[src/include/intr_settings.svh]
// tile count and wishbone bus widths for the interrupt controller
`ifndef INTR_SETTINGS_SVH
`define INTR_SETTINGS_SVH

// number of global buffer tiles
// each tile drives store, load and pc done pulses
// twice this value has to fit in the bus data word
`define NUM_TILES 4

// wishbone data width in bits
// all accesses are full words
`define WB_DATA_WIDTH 32

// wishbone word address width
// only the lowest four word addresses are mapped
`define WB_ADDR_WIDTH 4

// field padding widths used by the data word views
`define INTR_DMA_PAD_WIDTH (`WB_DATA_WIDTH - 2 * `NUM_TILES)
`define INTR_PC_PAD_WIDTH (`WB_DATA_WIDTH - `NUM_TILES)

`endif

[src/design/wb_bus_pkg.sv]
// wishbone classic request and response structs
`include "intr_settings.svh"

package wb_bus_pkg;

    // master to slave
    // adr, we and dat stay steady until ack is seen
    typedef struct packed {
        // cycle in progress
        logic                      cyc;
        // strobe, valid transfer
        logic                      stb;
        // write when high
        logic                      we;
        // word address
        logic [`WB_ADDR_WIDTH-1:0] adr;
        // write data
        logic [`WB_DATA_WIDTH-1:0] dat;
    } wb_req_t;

    // slave to master
    // ack is a single cycle strobe per transfer
    typedef struct packed {
        // transfer done
        logic                      ack;
        // read data, zero on writes
        logic [`WB_DATA_WIDTH-1:0] dat;
    } wb_rsp_t;

endpackage

[src/design/intr_reg_pkg.sv]
// register address enum, register operation struct, event vector and data word union
`include "intr_settings.svh"

package intr_reg_pkg;

    // word addresses of the four registers
    // anything else decodes to ADDR_NONE
    typedef enum logic [2:0] {
        IER_DMA   = 3'd0,
        IER_PC    = 3'd1,
        ISR_DMA   = 3'd2,
        ISR_PC    = 3'd3,
        ADDR_NONE = 3'd7
    } intr_addr_e;

    // dma register layout
    // store in the low tiles, load right above
    typedef struct packed {
        logic [`INTR_DMA_PAD_WIDTH-1:0] pad;
        logic [`NUM_TILES-1:0]          load;
        logic [`NUM_TILES-1:0]          store;
    } intr_dma_word_t;

    // pc register layout, one bit per tile
    typedef struct packed {
        logic [`INTR_PC_PAD_WIDTH-1:0] pad;
        logic [`NUM_TILES-1:0]         pc;
    } intr_pc_word_t;

    // one bus data word, read as dma or as pc fields
    typedef union packed {
        intr_dma_word_t dma;
        intr_pc_word_t  pc;
    } intr_word_u;

    // full event set
    // used for pulses, enables and status alike
    typedef struct packed {
        logic [`NUM_TILES-1:0] store;
        logic [`NUM_TILES-1:0] load;
        logic [`NUM_TILES-1:0] pc;
    } intr_vec_t;

    // decoded register access, issued once per bus cycle
    typedef struct packed {
        logic       valid;
        logic       write;
        intr_addr_e addr;
        intr_word_u data;
    } reg_op_t;

endpackage

[src/design/intr_bus_decode.sv]
// decode stage, wishbone cycle detection and register operation issue
`timescale 1ns/1ps

module intr_bus_decode (
    input  logic                  clk,
    input  logic                  reset,
    input  wb_bus_pkg::wb_req_t   bus_req,
    input  wb_bus_pkg::wb_rsp_t   bus_rsp,
    output intr_reg_pkg::reg_op_t op
);

    import intr_reg_pkg::*;

    // a cycle has been issued and waits for ack
    logic       pending;
    // first sample of cyc and stb
    logic       start;
    // address mapped onto the register set
    intr_addr_e addr_dec;

    // registered op
    logic       op_valid;
    logic       op_write;
    intr_addr_e op_addr;
    intr_word_u op_data;

    // held strobe of an open cycle is not a new request
    assign start = bus_req.cyc && bus_req.stb && !pending;

    // word address to register
    always_comb begin
        case (int'(bus_req.adr))
            0:       addr_dec = IER_DMA;
            1:       addr_dec = IER_PC;
            2:       addr_dec = ISR_DMA;
            3:       addr_dec = ISR_PC;
            // unmapped, still acked
            default: addr_dec = ADDR_NONE;
        endcase
    end

    // control state
    always_ff @(posedge clk or posedge reset) begin
        if (reset) begin
            pending  <= 1'b0;
            op_valid <= 1'b0;
        end else begin
            // valid for exactly one cycle per bus cycle
            op_valid <= start;
            // ack closes the cycle
            // start cannot coincide with ack
            if (bus_rsp.ack) begin
                pending <= 1'b0;
            end else if (start) begin
                pending <= 1'b1;
            end
        end
    end

    // payload, captured with the issue strobe
    always_ff @(posedge clk) begin
        if (start) begin
            op_write <= bus_req.we;
            op_addr  <= addr_dec;
            op_data  <= bus_req.dat;
        end
    end

    assign op = '{
        valid: op_valid,
        write: op_write,
        addr:  op_addr,
        data:  op_data
    };

    // result stage only answers an issued op
    // so ack rising outside an open cycle means a broken handshake
    ack_in_cycle: assert property (
        @(posedge clk) disable iff (reset)
        $rose(bus_rsp.ack) |-> pending
    );

endmodule

[src/design/intr_status_regs.sv]
// execute stage, enable and status registers with pulse capture and toggle on write
`timescale 1ns/1ps
`include "intr_settings.svh"

module intr_status_regs (
    input  logic                    clk,
    input  logic                    reset,
    input  intr_reg_pkg::reg_op_t   op,
    input  intr_reg_pkg::intr_vec_t pulses,
    output intr_reg_pkg::intr_vec_t enables,
    output intr_reg_pkg::intr_vec_t status
);

    import intr_reg_pkg::*;

    // register write in this cycle
    logic      wr_en;
    // enabled pulses, these set status
    intr_vec_t hit;
    // toggle mask from an isr write
    intr_vec_t tgl;
    // isr write toggles cut straight from the raw word bits
    intr_vec_t raw_tgl;
    // next status value
    intr_vec_t status_nxt;

    assign wr_en = op.valid && op.write;

    // disabled pulses are dropped here
    assign hit = enables & pulses;

    // isr writes flip every bit written as one
    always_comb begin
        tgl = '0;
        if (wr_en) begin
            case (op.addr)
                ISR_DMA: begin
                    // dma view of the word
                    tgl.store = op.data.dma.store;
                    tgl.load  = op.data.dma.load;
                end
                ISR_PC: begin
                    // pc view of the word
                    tgl.pc = op.data.pc.pc;
                end
                default: begin
                    tgl = '0;
                end
            endcase
        end
    end

    // pulse wins over toggle on the same bit
    assign status_nxt = hit | (status ^ tgl);

    // enable registers
    // padding bits of the written word are dropped
    always_ff @(posedge clk or posedge reset) begin
        if (reset) begin
            enables <= '0;
        end else if (wr_en) begin
            case (op.addr)
                IER_DMA: begin
                    enables.store <= op.data.dma.store;
                    enables.load  <= op.data.dma.load;
                end
                IER_PC: begin
                    enables.pc <= op.data.pc.pc;
                end
                default: begin
                    // isr or unmapped, enables untouched
                    enables <= enables;
                end
            endcase
        end
    end

    // status registers
    // pulses are sampled at every edge, no gating
    always_ff @(posedge clk or posedge reset) begin
        if (reset) begin
            status <= '0;
        end else begin
            status <= status_nxt;
        end
    end

    // store in the low tiles, load above, pc in the low tiles
    assign raw_tgl.store = (wr_en && op.addr == ISR_DMA) ? op.data[`NUM_TILES-1:0] : '0;
    assign raw_tgl.load  = (wr_en && op.addr == ISR_DMA) ?
                           op.data[2*`NUM_TILES-1:`NUM_TILES] : '0;
    assign raw_tgl.pc    = (wr_en && op.addr == ISR_PC) ? op.data[`NUM_TILES-1:0] : '0;

    // a status bit only rises after an enabled pulse
    // or an isr write carrying a one on that bit
    status_rise_cause: assert property (
        @(posedge clk) disable iff (reset)
        ((status & ~$past(status)) & ~$past((pulses & enables) | raw_tgl)) == '0
    );

endmodule

[src/design/intr_result_stage.sv]
// result stage, registered read data and ack, interrupt line
`timescale 1ns/1ps

module intr_result_stage (
    input  logic                    clk,
    input  logic                    reset,
    input  intr_reg_pkg::reg_op_t   op,
    input  intr_reg_pkg::intr_vec_t enables,
    input  intr_reg_pkg::intr_vec_t status,
    output wb_bus_pkg::wb_rsp_t     bus_rsp,
    output logic                    interrupt
);

    import intr_reg_pkg::*;

    // selected register packed into a bus word
    intr_word_u rd_word;
    // response registers
    logic       ack_q;
    intr_word_u dat_q;

    // read mux, register state before the edge
    always_comb begin
        rd_word = '0;
        case (op.addr)
            IER_DMA: begin
                rd_word.dma.store = enables.store;
                rd_word.dma.load  = enables.load;
            end
            IER_PC:  rd_word.pc.pc = enables.pc;
            ISR_DMA: begin
                rd_word.dma.store = status.store;
                rd_word.dma.load  = status.load;
            end
            ISR_PC:  rd_word.pc.pc = status.pc;
            // unmapped reads as zero
            default: rd_word = '0;
        endcase
    end

    // one ack per issued op
    always_ff @(posedge clk or posedge reset) begin
        if (reset) begin
            ack_q <= 1'b0;
        end else begin
            ack_q <= op.valid;
        end
    end

    // data only moves with an op, writes return zero
    always_ff @(posedge clk) begin
        if (op.valid) begin
            if (op.write) begin
                dat_q <= '0;
            end else begin
                dat_q <= rd_word;
            end
        end
    end

    assign bus_rsp = '{ack: ack_q, dat: dat_q};

    // level interrupt, any status bit
    assign interrupt = |status;

    // decode holds off the next op until ack is seen, so acks never abut
    ack_single: assert property (
        @(posedge clk) disable iff (reset)
        ack_q |=> !ack_q
    );

endmodule

[src/design/glb_intr_ctrl_top.sv]
// top level, decode, execute and result stages of the interrupt controller
`timescale 1ns/1ps

module glb_intr_ctrl_top (
    input  logic                    clk,
    input  logic                    reset,
    input  wb_bus_pkg::wb_req_t     bus_req,
    input  intr_reg_pkg::intr_vec_t pulses,
    output wb_bus_pkg::wb_rsp_t     bus_rsp,
    output logic                    interrupt
);

    import intr_reg_pkg::*;

    // decode to execute and result
    reg_op_t   op;
    // execute to result
    intr_vec_t enables;
    intr_vec_t status;

    // bus cycle to register op
    // response fed back to close the cycle
    intr_bus_decode i_intr_bus_decode (
        .clk     (clk),
        .reset   (reset),
        .bus_req (bus_req),
        .bus_rsp (bus_rsp),
        .op      (op)
    );

    // enable and status state
    intr_status_regs i_intr_status_regs (
        .clk     (clk),
        .reset   (reset),
        .op      (op),
        .pulses  (pulses),
        .enables (enables),
        .status  (status)
    );

    // ack, read data and interrupt line
    intr_result_stage i_intr_result_stage (
        .clk       (clk),
        .reset     (reset),
        .op        (op),
        .enables   (enables),
        .status    (status),
        .bus_rsp   (bus_rsp),
        .interrupt (interrupt)
    );

endmodule

[config.mk]
export PLATFORM = sky130hd
export DESIGN_NAME = glb_intr_ctrl_top
export DESIGN_NICKNAME = d
export VERILOG_FILES = /design/src/design/wb_bus_pkg.sv /design/src/design/intr_reg_pkg.sv /design/src/design/intr_bus_decode.sv /design/src/design/intr_status_regs.sv /design/src/design/intr_result_stage.sv /design/src/design/glb_intr_ctrl_top.sv
export VERILOG_INCLUDE_DIRS = /design/src /design/src/include
export SDC_FILE = /design/constraint.sdc
export NUM_CORES = 1
export LEC_CHECK = 0
export BUFFER_PORTS_ARGS = -buffer_cell sky130_fd_sc_hd__buf_2
export CAP_MARGIN = 10
export CORE_UTILIZATION = 55
export CTS_CLUSTER_DIAMETER = 120
export DETAILED_ROUTE_END_ITERATION = 10
export PLACE_DENSITY = 0.84
export SYNTH_ARGS = -nofsm -noshare
export SYNTH_HDL_FRONTEND = slang
export SYNTH_HIERARCHICAL = 1
export SYNTH_SLANG_ARGS = --single-unit
[constraint.sdc]
create_clock -name clk -period 5.95 [get_ports clk]
set_input_delay 0.2975 -clock clk [delete_from_list [all_inputs] [get_ports clk]]
set_output_delay 0.2975 -clock clk [all_outputs]
set_load 0.05 [all_outputs]
==> impl_metrics.py, run 1 <==
metrics = {
    "clock_tree": {
        "cts_tree": "yes",
        "clockRootBuffer": "clkbuf_8",
        "cts.path.max_buffers": 2,
        "cts_max_level": 2,
        "clock_sinks": 47,
        "clkLatencyLatePin_ps": 290,
        "cts_buffers": 5,
        "clk_pin_slew_ps": 80,
    },
    "cells_and_area": {
        "stdcell_count": 277,
        "n_antenna_cell": 0,
        "area_delta_synth_final_pct": 8.17,
        "drive_above_1_share_pct": 26.9,
        "nets": 279,
        "multi_input_area_um2": 837,
        "seqCellArea_um2": 1280,
        "filler_cell_count": 336,
        "fin_area_um2": 2470,
    },
    "floorplan": {
        "die_area_um2": 4410,
        "die_h_um": 66.4,
        "start_util_pct": 57.1,
        "io_pins": 87,
        "fp.dieW_um": 66.4,
        "std_cell_rows": 23,
        "core_area_um2": 4000,
    },
    "global_route": {
        "grt_pass1_wl_mm": 6.14,
        "overflow": 0,
        "grt_antenna_before_repair": 0,
        "busiest_layer": "met2",
        "grt_max_degree": 28,
        "grt_use_met2_pct": 29.8,
        "use_met3_pct": 5.69,
        "grt_pass1_vias": 1317,
        "grt_util_all_layers_pct": 19.5,
        "grt_use_met1_pct": 25.0,
    },
    "logic_synthesis": {
        "synth_cells": 190,
        "avgSynthCellArea_um2": 12.0,
        "yosys_warnings": 6,
        "synth.cell_area_um2": 2280,
    },
    "setup_path": {
        "r2r_cells": 2,
        "rr_endpoint": "i_intr_status_regs/enables[4]",
        "r2r_start": "i_intr_bus_decode/op_addr[0]",
        "cp_max_fo": 27,
        "critPathArrivalTime_ps": 2310,
        "cp_data_required_time_ps": 6130,
        "startpoint_type": "flop",
        "timing_worst_setup_path_type": "flop to flop",
        "reg2reg_slack_ps": 3820,
        "end_kind": "flop",
    },
    "pwr": {
        "seqPwrFrac_pct": 58.5,
        "powerDensity_nw_per_um2": 263,
        "leakage_nw": 1.11,
        "p_sw_uw": 181,
        "p_clk_share_pct": 28.0,
        "combPwrFrac_pct": 13.5,
        "swShare_pct": 27.9,
        "power.internal_uw": 469,
        "ir_drop_uv": 165,
    },
    "drt": {
        "drt_iter0_drc": 87,
        "vias_per_cell": 5.31,
        "post_drt_wl_per_cell_um": 13.9,
        "routed_wirelength_mm": 3.86,
        "firstDrtPassIters": 4,
        "ant_nets": 0,
        "vias": 1471,
        "drc": 0,
    },
    "place": {
        "dp_hpwl_mm": 2.74,
        "port_buffers": 38,
        "dp.cells": 268,
        "place_area_um2": 2380,
        "gp_congestion": 0.787,
    },
    "sta": {
        "timing.final.crit_share_pct": 35.7,
        "max_freq_ghz": 0.470,
        "finalSetupViolCount": 0,
        "hold_viol_final": 0,
        "tightest_slew_ps": 1030,
        "fin_tns_setup_ps": 0,
        "period_minus_slack_ps": 2130,
        "rsz0062_at_grt": "false",
        "slew_headroom_pct": 31.1,
        "clock_skew_ps": 3.26,
        "drv_slew": 0,
    },
    "job": {
        "cap_violations": 0,
    },
    "worst_hold_path": {
        "hold_path_class": "input pin to flop",
        "min_to": "i_intr_bus_decode/op_data[7]",
        "whs_path_depth": 1,
        "hp-start": "bus_req[7]",
    },
    "status": {
        "status": "complete, no violations",
    },
}
## state kept, by name, indices dropped and copies added, names as in the netlist
name and cells:
i_intr_bus_decode/op_write 1, i_intr_result_stage/dat_q 8, i_intr_bus_decode/op_data 8, i_intr_bus_decode/op_valid 1, i_intr_status_regs/enables 12, i_intr_status_regs/status 12
i_intr_bus_decode/op_addr 3, i_intr_result_stage/ack_q 1, i_intr_bus_decode/pending 1
## worst max path at each step
stage,start,end,cells after the start
6_report,i_intr_bus_decode/op_addr[0],i_intr_status_regs/enables[4],2
5_1_grt,i_intr_bus_decode/op_addr[0],i_intr_status_regs/enables[7],2
4_1_cts,i_intr_bus_decode/op_addr[0],i_intr_status_regs/enables[7],2
3_5_place_dp,i_intr_bus_decode/op_addr[0],i_intr_status_regs/enables[4],2
3_3_place_gp,i_intr_bus_decode/op_addr[0],i_intr_status_regs/enables[11],2
2_1_floorplan,i_intr_bus_decode/op_valid,i_intr_status_regs/enables[0],4
## cells in the final DEF (no fill, tap or decap)
| master | count |
|---|---|
| buf_2 | 38 |
| or3_4 | 2 |
| nand2_1 | 14 |
| o22ai_1 | 4 |
| edfxtp_1 | 20 |
| clkinv_2 | 1 |
| a31oi_1 | 4 |
| clkbuf_8 | 5 |
| o21ai_0 | 12 |
| clkbuf_1 | 2 |
| and4_1 | 4 |
| or4b_4 | 1 |
| a21oi_1 | 9 |
| or3_1 | 2 |
| mux2_4 | 1 |
| conb_1 | 24 |
| or3b_1 | 1 |
| nor4_1 | 3 |
| dfrtp_1 | 27 |
| and3_1 | 8 |
| or2_2 | 1 |
| nor4_4 | 1 |
| nand3_1 | 1 |
| mux2i_1 | 12 |
| mux2_2 | 11 |
| nor2b_1 | 5 |
| and4b_1 | 1 |
| dlygate4sd3_1 | 1 |
| nor2_1 | 6 |
| and2b_1 | 3 |
| inv_1 | 3 |
## critical path, stage by stage (launching register included)
cell      delay, ps
edfxtp_1        810
nor4_4          800
mux2_2          410
## metal layers
layer  part of all wire (%)  up-vias
met5                      0        -
met4                   0.99        0
met3                    6.1        2
met2                     51       58
met1                     42      704
li1                       -      707
## power groups by stage
stage | clock, mW | sequential, mW | combinational, mW
floorplan | 0 | 0.385 | 0.0810
global placement | 0 | 0.385 | 0.0853
detailed placement | 0 | 0.387 | 0.0873
CTS | 0.190 | 0.380 | 0.0878
global route | 0.204 | 0.384 | 0.0950
finish | 0.182 | 0.381 | 0.0877
## per-stage QoR
step | setup WS (ps) | power, mW | hold WS (ps) | util [%]
after global placement | 3860 | 0.471 | 151 | 59.4
final | 3820 | 0.650 | 173 | 61.7
after global routing | 3760 | 0.683 | 152 | 61.7
after floorplan | 4440 | 0.466 | 26.2 | -
after CTS | 3830 | 0.658 | 156 | 61.7
after detailed placement | 3850 | 0.474 | 152 | 59.4
## area by class of cell
type	instances	share of cell area, %
clock buffer	7	3.09
clock inverter	1	0.203
inverter	3	0.456
multi-input combinational	130	33.9
sequential	47	51.7
tap	50	2.53
timing repair buffer	39	8.11
## repair_timing
item	in CTS	in global routing
endpoints found under the setup margin	0	0
endpoints found under the hold margin	3	0
hold buffers	1	0
setup buffers	0	0
gates resized for setup	0	0
Note: power is estimated with default switching activity, not from simulation.
==> inputs of run 2 (changes only) <==
CORE_UTILIZATION = 47   (was 55)
PLACE_DENSITY = 0.76   (was 0.84)
clock period = 1.95 ns   (was 5.95 ns; I/O delays follow)
==> run 2 against run 1 <==
Final cell count is 9.7% higher. Wire length grew 8.9%. First-iteration DRC count up 110%. Non-clock buffer count rose by 25. Clock power rose to 3.3 times the previous value. Worst setup slack worse by 3500 ps. Via count increased by 6.2%. Clock skew increased by 2.6 ps. Fmax is 32% higher. Critical endpoint is now i_intr_status_regs/status[2]. Largest power group unchanged. Highest routed layer unchanged.
==> impl_metrics.py, run 2 (synthesized netlist as in run 1, its figures left out) <==
metrics = {
    "setup_path": {
        "critPathArrivalTime_ps": 1800,
        "crit_buf_inv": 2,
        "r2r_start": "i_intr_bus_decode/op_addr[1]",
        "cp_cell_sequence": "buf_4 > and4b_1 > buf_4 > and4_1 > o21ai_0",
        "slowest_stage": "edfxtp_1",
        "r2r_cells": 5,
        "startpoint_type": "flop",
        "critPathMaxStageDelay_ps": 430,
        "cp_max_fo": 10,
        "crit_path_frequent_cell": "buf_4",
        "crit_family": "simple AND/OR/NAND/NOR gates",
        "timing_worst_setup_path_type": "flop to flop",
        "end_kind": "flop",
        "cp_data_required_time_ps": 2130,
        "reg2reg_slack_ps": 330,
        "rr_endpoint": "i_intr_status_regs/status[2]",
    },
    "pwr": {
        "p_clk_share_pct": 29.3,
        "combPwrFrac_pct": 15.1,
        "swShare_pct": 27.9,
        "leakage_nw": 1.23,
        "p_sw_uw": 577,
        "seqPwrFrac_pct": 55.6,
        "powerDensity_nw_per_um2": 764,
        "ir_drop_uv": 398,
        "power.internal_mw": 1.49,
    },
    "floorplan": {
        "die_h_um": 71.7,
        "io_pins": 87,
        "fp.dieW_um": 71.7,
        "die_area_um2": 5140,
        "std_cell_rows": 24,
        "core_area_um2": 4500,
        "start_util_pct": 50.7,
    },
    "cells_and_area": {
        "filler_cell_count": 384,
        "final_common_cell": "buf_2",
        "drive_above_1_share_pct": 28.2,
        "nets": 304,
        "area_delta_synth_final_pct": 18.7,
        "largestRegisters": "i_intr_status_regs/enables x12, i_intr_status_regs/status x12",
        "n_antenna_cell": 0,
        "stdcell_count": 304,
        "final_cell_mix": "38 x buf_2, 27 x dfrtp_1, 24 x conb_1",
    },
    "sta": {
        "fin_tns_setup_ps": 0,
        "hold_slack_ps": 5.89,
        "finalSetupViolCount": 0,
        "max_freq_ghz": 0.618,
        "rsz0062_at_grt": "false",
        "drv_slew": 0,
        "hold_viol_final": 0,
        "timing.final.crit_share_pct": 82.9,
        "clock_skew_ps": 5.82,
        "period_minus_slack_ps": 1620,
        "setup_slack_ps": 333,
    },
    "clock_tree": {
        "cts_max_level": 2,
        "clock_sinks": 47,
        "cts.path.max_buffers": 2,
        "clockRootBuffer": "clkbuf_8",
        "cts_tree": "yes",
        "cts_buffers": 5,
        "cts_setup_buffers": 0,
        "clk_pin_slew_ps": 80,
        "clkLatencyLatePin_ps": 300,
    },
    "global_route": {
        "grt_antenna_before_repair": 0,
        "grt_pass1_wl_mm": 6.62,
        "grt_pass1_vias": 1482,
        "grt_max_degree": 26,
        "overflow": 0,
        "grt_util_all_layers_pct": 17.1,
    },
    "job": {
        "cap_violations": 0,
    },
    "drt": {
        "wl_met3_um": 192,
        "top_layer": "met4",
        "post_drt_wl_per_cell_um": 13.8,
        "drt_iter0_drc": 185,
        "drc": 0,
        "vias_per_cell": 5.14,
        "met1Wirelength_mm": 1.84,
        "firstDrtPassIters": 4,
        "vias": 1562,
        "ant_nets": 0,
        "routed_wirelength_mm": 4.20,
        "route.met2.wl_mm": 2.08,
    },
    "worst_hold_path": {
        "hp-start": "pulses[1]",
        "min_to": "i_intr_status_regs/status[1]",
        "whs_path_depth": 3,
        "hold_path_class": "input pin to flop",
    },
    "place": {
        "gp_congestion": 0.791,
        "dp.cells": 279,
        "pre_cts_ws_ps": 369,
        "port_buffers": 38,
        "dp_hpwl_mm": 2.91,
    },
    "status": {
        "status": "complete, no violations",
    },
}
## run 2: cell count changes in the layout (fill, tap and decap cells not counted), sizes merged
cell / delta
dlygate4sd3: +16
buf: +9
## run 2: power by group through the flow
| stage | Sequential [mW] | Clock (mW) | Combinational, mW |
|---|---|---|---|
| detailed placement | 1.17 | 0 | 0.286 |
| global placement | 1.17 | 0 | 0.279 |
| CTS | 1.15 | 0.625 | 0.312 |
| global route | 1.16 | 0.663 | 0.335 |
| floorplan | 1.18 | 0 | 0.247 |
| finish | 1.15 | 0.607 | 0.312 |
## run 2: per-stage QoR
stage / util, % / power (mW) / area (um2)
after floorplan: - / 1.42 / 2370
after global placement: 54.3 / 1.44 / 2450
after detailed placement: 54.3 / 1.46 / 2450
after CTS: 60.1 / 2.09 / 2710
after global routing: 60.1 / 2.16 / 2710
final: 60.1 / 2.07 / 2710
## run 2: area by class of cell
| class | instances | area [um2] | share of cell area (%) |
|---|---|---|---|
| inverter | 3 | 11.3 | 0.416 |
| tap | 52 | 65.1 | 2.40 |
| clock buffer | 7 | 86.3 | 3.19 |
| sequential | 47 | 1280 | 47.1 |
| timing repair buffer | 64 | 428 | 15.8 |
| clock inverter | 1 | 5.00 | 0.185 |
| multi-input combinational | 130 | 837 | 30.9 |
## run 2: how the worst max path moves through the flow
| stage | start | end | cells past startpoint |
|---|---|---|---|
| finish | i_intr_bus_decode/op_addr[1] | i_intr_status_regs/status[2] | 5 |
| global route | i_intr_bus_decode/op_addr[1] | i_intr_status_regs/status[3] | 5 |
| CTS | i_intr_bus_decode/op_addr[1] | i_intr_status_regs/status[2] | 5 |
| detailed placement | i_intr_bus_decode/op_addr[1] | i_intr_status_regs/status[2] | 5 |
| global placement | i_intr_bus_decode/op_addr[1] | i_intr_status_regs/status[0] | 5 |
| floorplan | i_intr_bus_decode/op_valid | i_intr_status_regs/enables[0] | 4 |
## run 2: timing repair
item,CTS,global route
hold endpoints to repair,43,0
hold buffers,17,0
resized for setup,0,0
## run 2: per-layer routing
layer  GRT usage, %  up-vias
met1           21.7      737
met2           29.0       66
li1               -      752
met5              0        -
met3           2.11        7
met4           8.50        0
## run 2: worst reg2reg max path, stage by stage, from the launching register on
cell and delay [ps]:
edfxtp_1 430, buf_4 200, and4b_1 380, buf_4 220, and4_1 190, o21ai_0 70
==> inputs of run 3 (changes only) <==
CORE_UTILIZATION = 52   (was 47)
PLACE_DENSITY = 0.8   (was 0.76)
clock period = 1.5 ns   (was 1.95 ns; I/O delays follow)
==> run 3 against run 2 <==
Clock power rose by 28%. Final cell count increased by 2.3%. Sequential share of layout area fell by 1.7 points. Die area down 9.4%. Design area grew 3.7%. Combinational power increased by 38%. Wire length grew 8.2%. Fmax is 9.4% higher. Via count grew 4.5%. Worst setup slack got worse by 310 ps. Largest power group unchanged. Highest routed layer unchanged.
==> impl_metrics.py, run 3 (synthesized netlist as in run 1, its figures left out) <==
metrics = {
    "status": {
        "status": "complete, no violations",
    },
    "floorplan": {
        "std_cell_rows": 23,
        "io_pins": 87,
        "start_util_pct": 55.5,
        "core_area_um2": 4120,
        "die_area_um2": 4660,
        "fp.dieW_um": 68.3,
        "die_h_um": 68.3,
    },
    "place": {
        "gp_congestion": 0.771,
        "port_buffers": 38,
        "dp_hpwl_mm": 2.91,
        "dp.cells": 282,
        "pre_cts_ws_ps": 12.4,
    },
    "global_route": {
        "grt_util_all_layers_pct": 20.9,
        "grt_pass1_wl_mm": 6.88,
        "overflow": 0,
        "grt_antenna_before_repair": 0,
        "grt_max_degree": 25,
        "grt_pass1_vias": 1493,
    },
    "clock_tree": {
        "cts_tree": "yes",
        "cts_buffers": 5,
        "cts_max_level": 2,
        "clk_pin_slew_ps": 80,
        "clock_sinks": 47,
        "clockRootBuffer": "clkbuf_8",
        "cts.path.max_buffers": 2,
        "clkLatencyLatePin_ps": 300,
    },
    "cells_and_area": {
        "area_delta_synth_final_pct": 23.1,
        "n_antenna_cell": 0,
        "seqCellArea_um2": 1280,
        "final_cell_mix": "37 x buf_2, 27 x dfrtp_1, 24 x conb_1",
        "filler_cell_count": 318,
        "stdcell_count": 311,
        "multi_input_area_um2": 862,
        "final_common_cell": "buf_2",
        "nets": 313,
        "drive_above_1_share_pct": 31.4,
        "largestRegisters": "i_intr_status_regs/enables x12, i_intr_status_regs/status x12",
    },
    "sta": {
        "max_freq_ghz": 0.676,
        "drv_slew": 0,
        "finalSetupViolCount": 0,
        "clock_skew_ps": 5.90,
        "timing.final.crit_share_pct": 98.6,
        "period_minus_slack_ps": 1480,
        "fin_tns_setup_ps": 0,
        "rsz0062_at_grt": "true",
        "hold_viol_final": 0,
        "setup_slack_ps": 21.4,
    },
    "setup_path": {
        "cp.depth": 5,
        "end_kind": "flop",
        "crit_path_frequent_cell": "buf_4",
        "r2r_start": "i_intr_bus_decode/op_write",
        "critPathMaxStageDelay_ps": 380,
        "critPathArrivalTime_ps": 1670,
        "timing_worst_setup_path_type": "flop to flop",
        "crit_family": "flip-flops",
        "r2r_cells": 5,
        "cp_data_required_time_ps": 1690,
        "startpoint_type": "flop",
        "reg2reg_slack_ps": 20,
        "crit_path_start": "i_intr_bus_decode/op_write",
        "cp-endpoint": "i_intr_status_regs/enables[4]",
        "slowest_stage": "edfxtp_1",
        "crit_buf_inv": 2,
        "rr_endpoint": "i_intr_status_regs/enables[4]",
        "cp_cell_sequence": "nand2_2 > buf_4 > nor4_4 > buf_4 > mux2_2",
        "cp_max_fo": 4,
    },
    "drt": {
        "firstDrtPassIters": 4,
        "post_drt_wl_per_cell_um": 14.6,
        "routed_wirelength_mm": 4.55,
        "vias_per_cell": 5.25,
        "drt_iter0_drc": 139,
        "drc": 0,
        "ant_nets": 0,
        "vias": 1633,
    },
    "pwr": {
        "ir_drop_uv": 589,
        "powerDensity_nw_per_um2": 961,
        "p_total_mw": 2.70,
        "leakage_nw": 1.28,
    },
    "worst_hold_path": {
        "hold_path_class": "input pin to flop",
    },
    "job": {
        "cap_violations": 0,
    },
}
-- run 3: per-layer routing --
layer	wire length [um]	vias to the layer above	global-route usage (%)	part of all wire [%]
met3	226	10	4.50	5.0
li1	-	771	-	-
met4	99	0	8.59	2.2
met2	2360	67	34.2	52
met5	0	-	0	0
met1	1860	785	26.9	41
-- run 3: where the power goes --
part / leakage, nW / switching, mW / total, mW / internal, mW
Sequential: 0.489 / 0.0675 / 1.50 / 1.43
Clock: 0.0482 / 0.402 / 0.774 / 0.372
Combinational: 0.742 / 0.278 / 0.430 / 0.152
-- run 3: final cells by class --
type,count,area share [%]
flip-flops and latches,47,45.4
multi-input cells,130,30.7
repair buffers,73,18.0
clock buffers,7,3.07
well taps,50,2.23
inverters,3,0.401
clock inverters,1,0.178
-- run 3: worst min-delay path, stage by stage --
cell	delay (ps)
buf_2	70
nand2_1	50
o21ai_0	70
-- run 3: how the worst min path moves through the flow --
stage	startpoint	to	slack (ps)	depth (start not counted)
finish	pulses[7]	i_intr_status_regs/status[7]	7	3
global route	pulses[10]	i_intr_status_regs/status[10]	2	3
CTS	pulses[10]	i_intr_status_regs/status[10]	10	3
detailed placement	reset	i_intr_result_stage/ack_q	-70	2
global placement	reset	i_intr_result_stage/ack_q	-70	2
floorplan	reset	i_intr_result_stage/ack_q	-200	1
-- run 3: stage by stage --
stage | util (%) | hold slack [ps] | area, um2
after global placement | 60.3 | -70.7 | 2480
after global routing | 68.3 | 2.33 | 2810
final | 68.3 | 7.12 | 2810
after detailed placement | 60.3 | -66.1 | 2480
after floorplan | - | -196 | 2370
after CTS | 67.3 | 10.5 | 2770
-- run 3: repair_timing --
action | 4_1_cts | 5_1_grt
hold buffers | 19 | 0
pin swaps | 0 | 3
endpoints found under the hold margin | 45 | 0
gates resized for setup | 1 | 7
endpoints found under the setup margin | 1 | 18
buffers inserted | 0 | 2
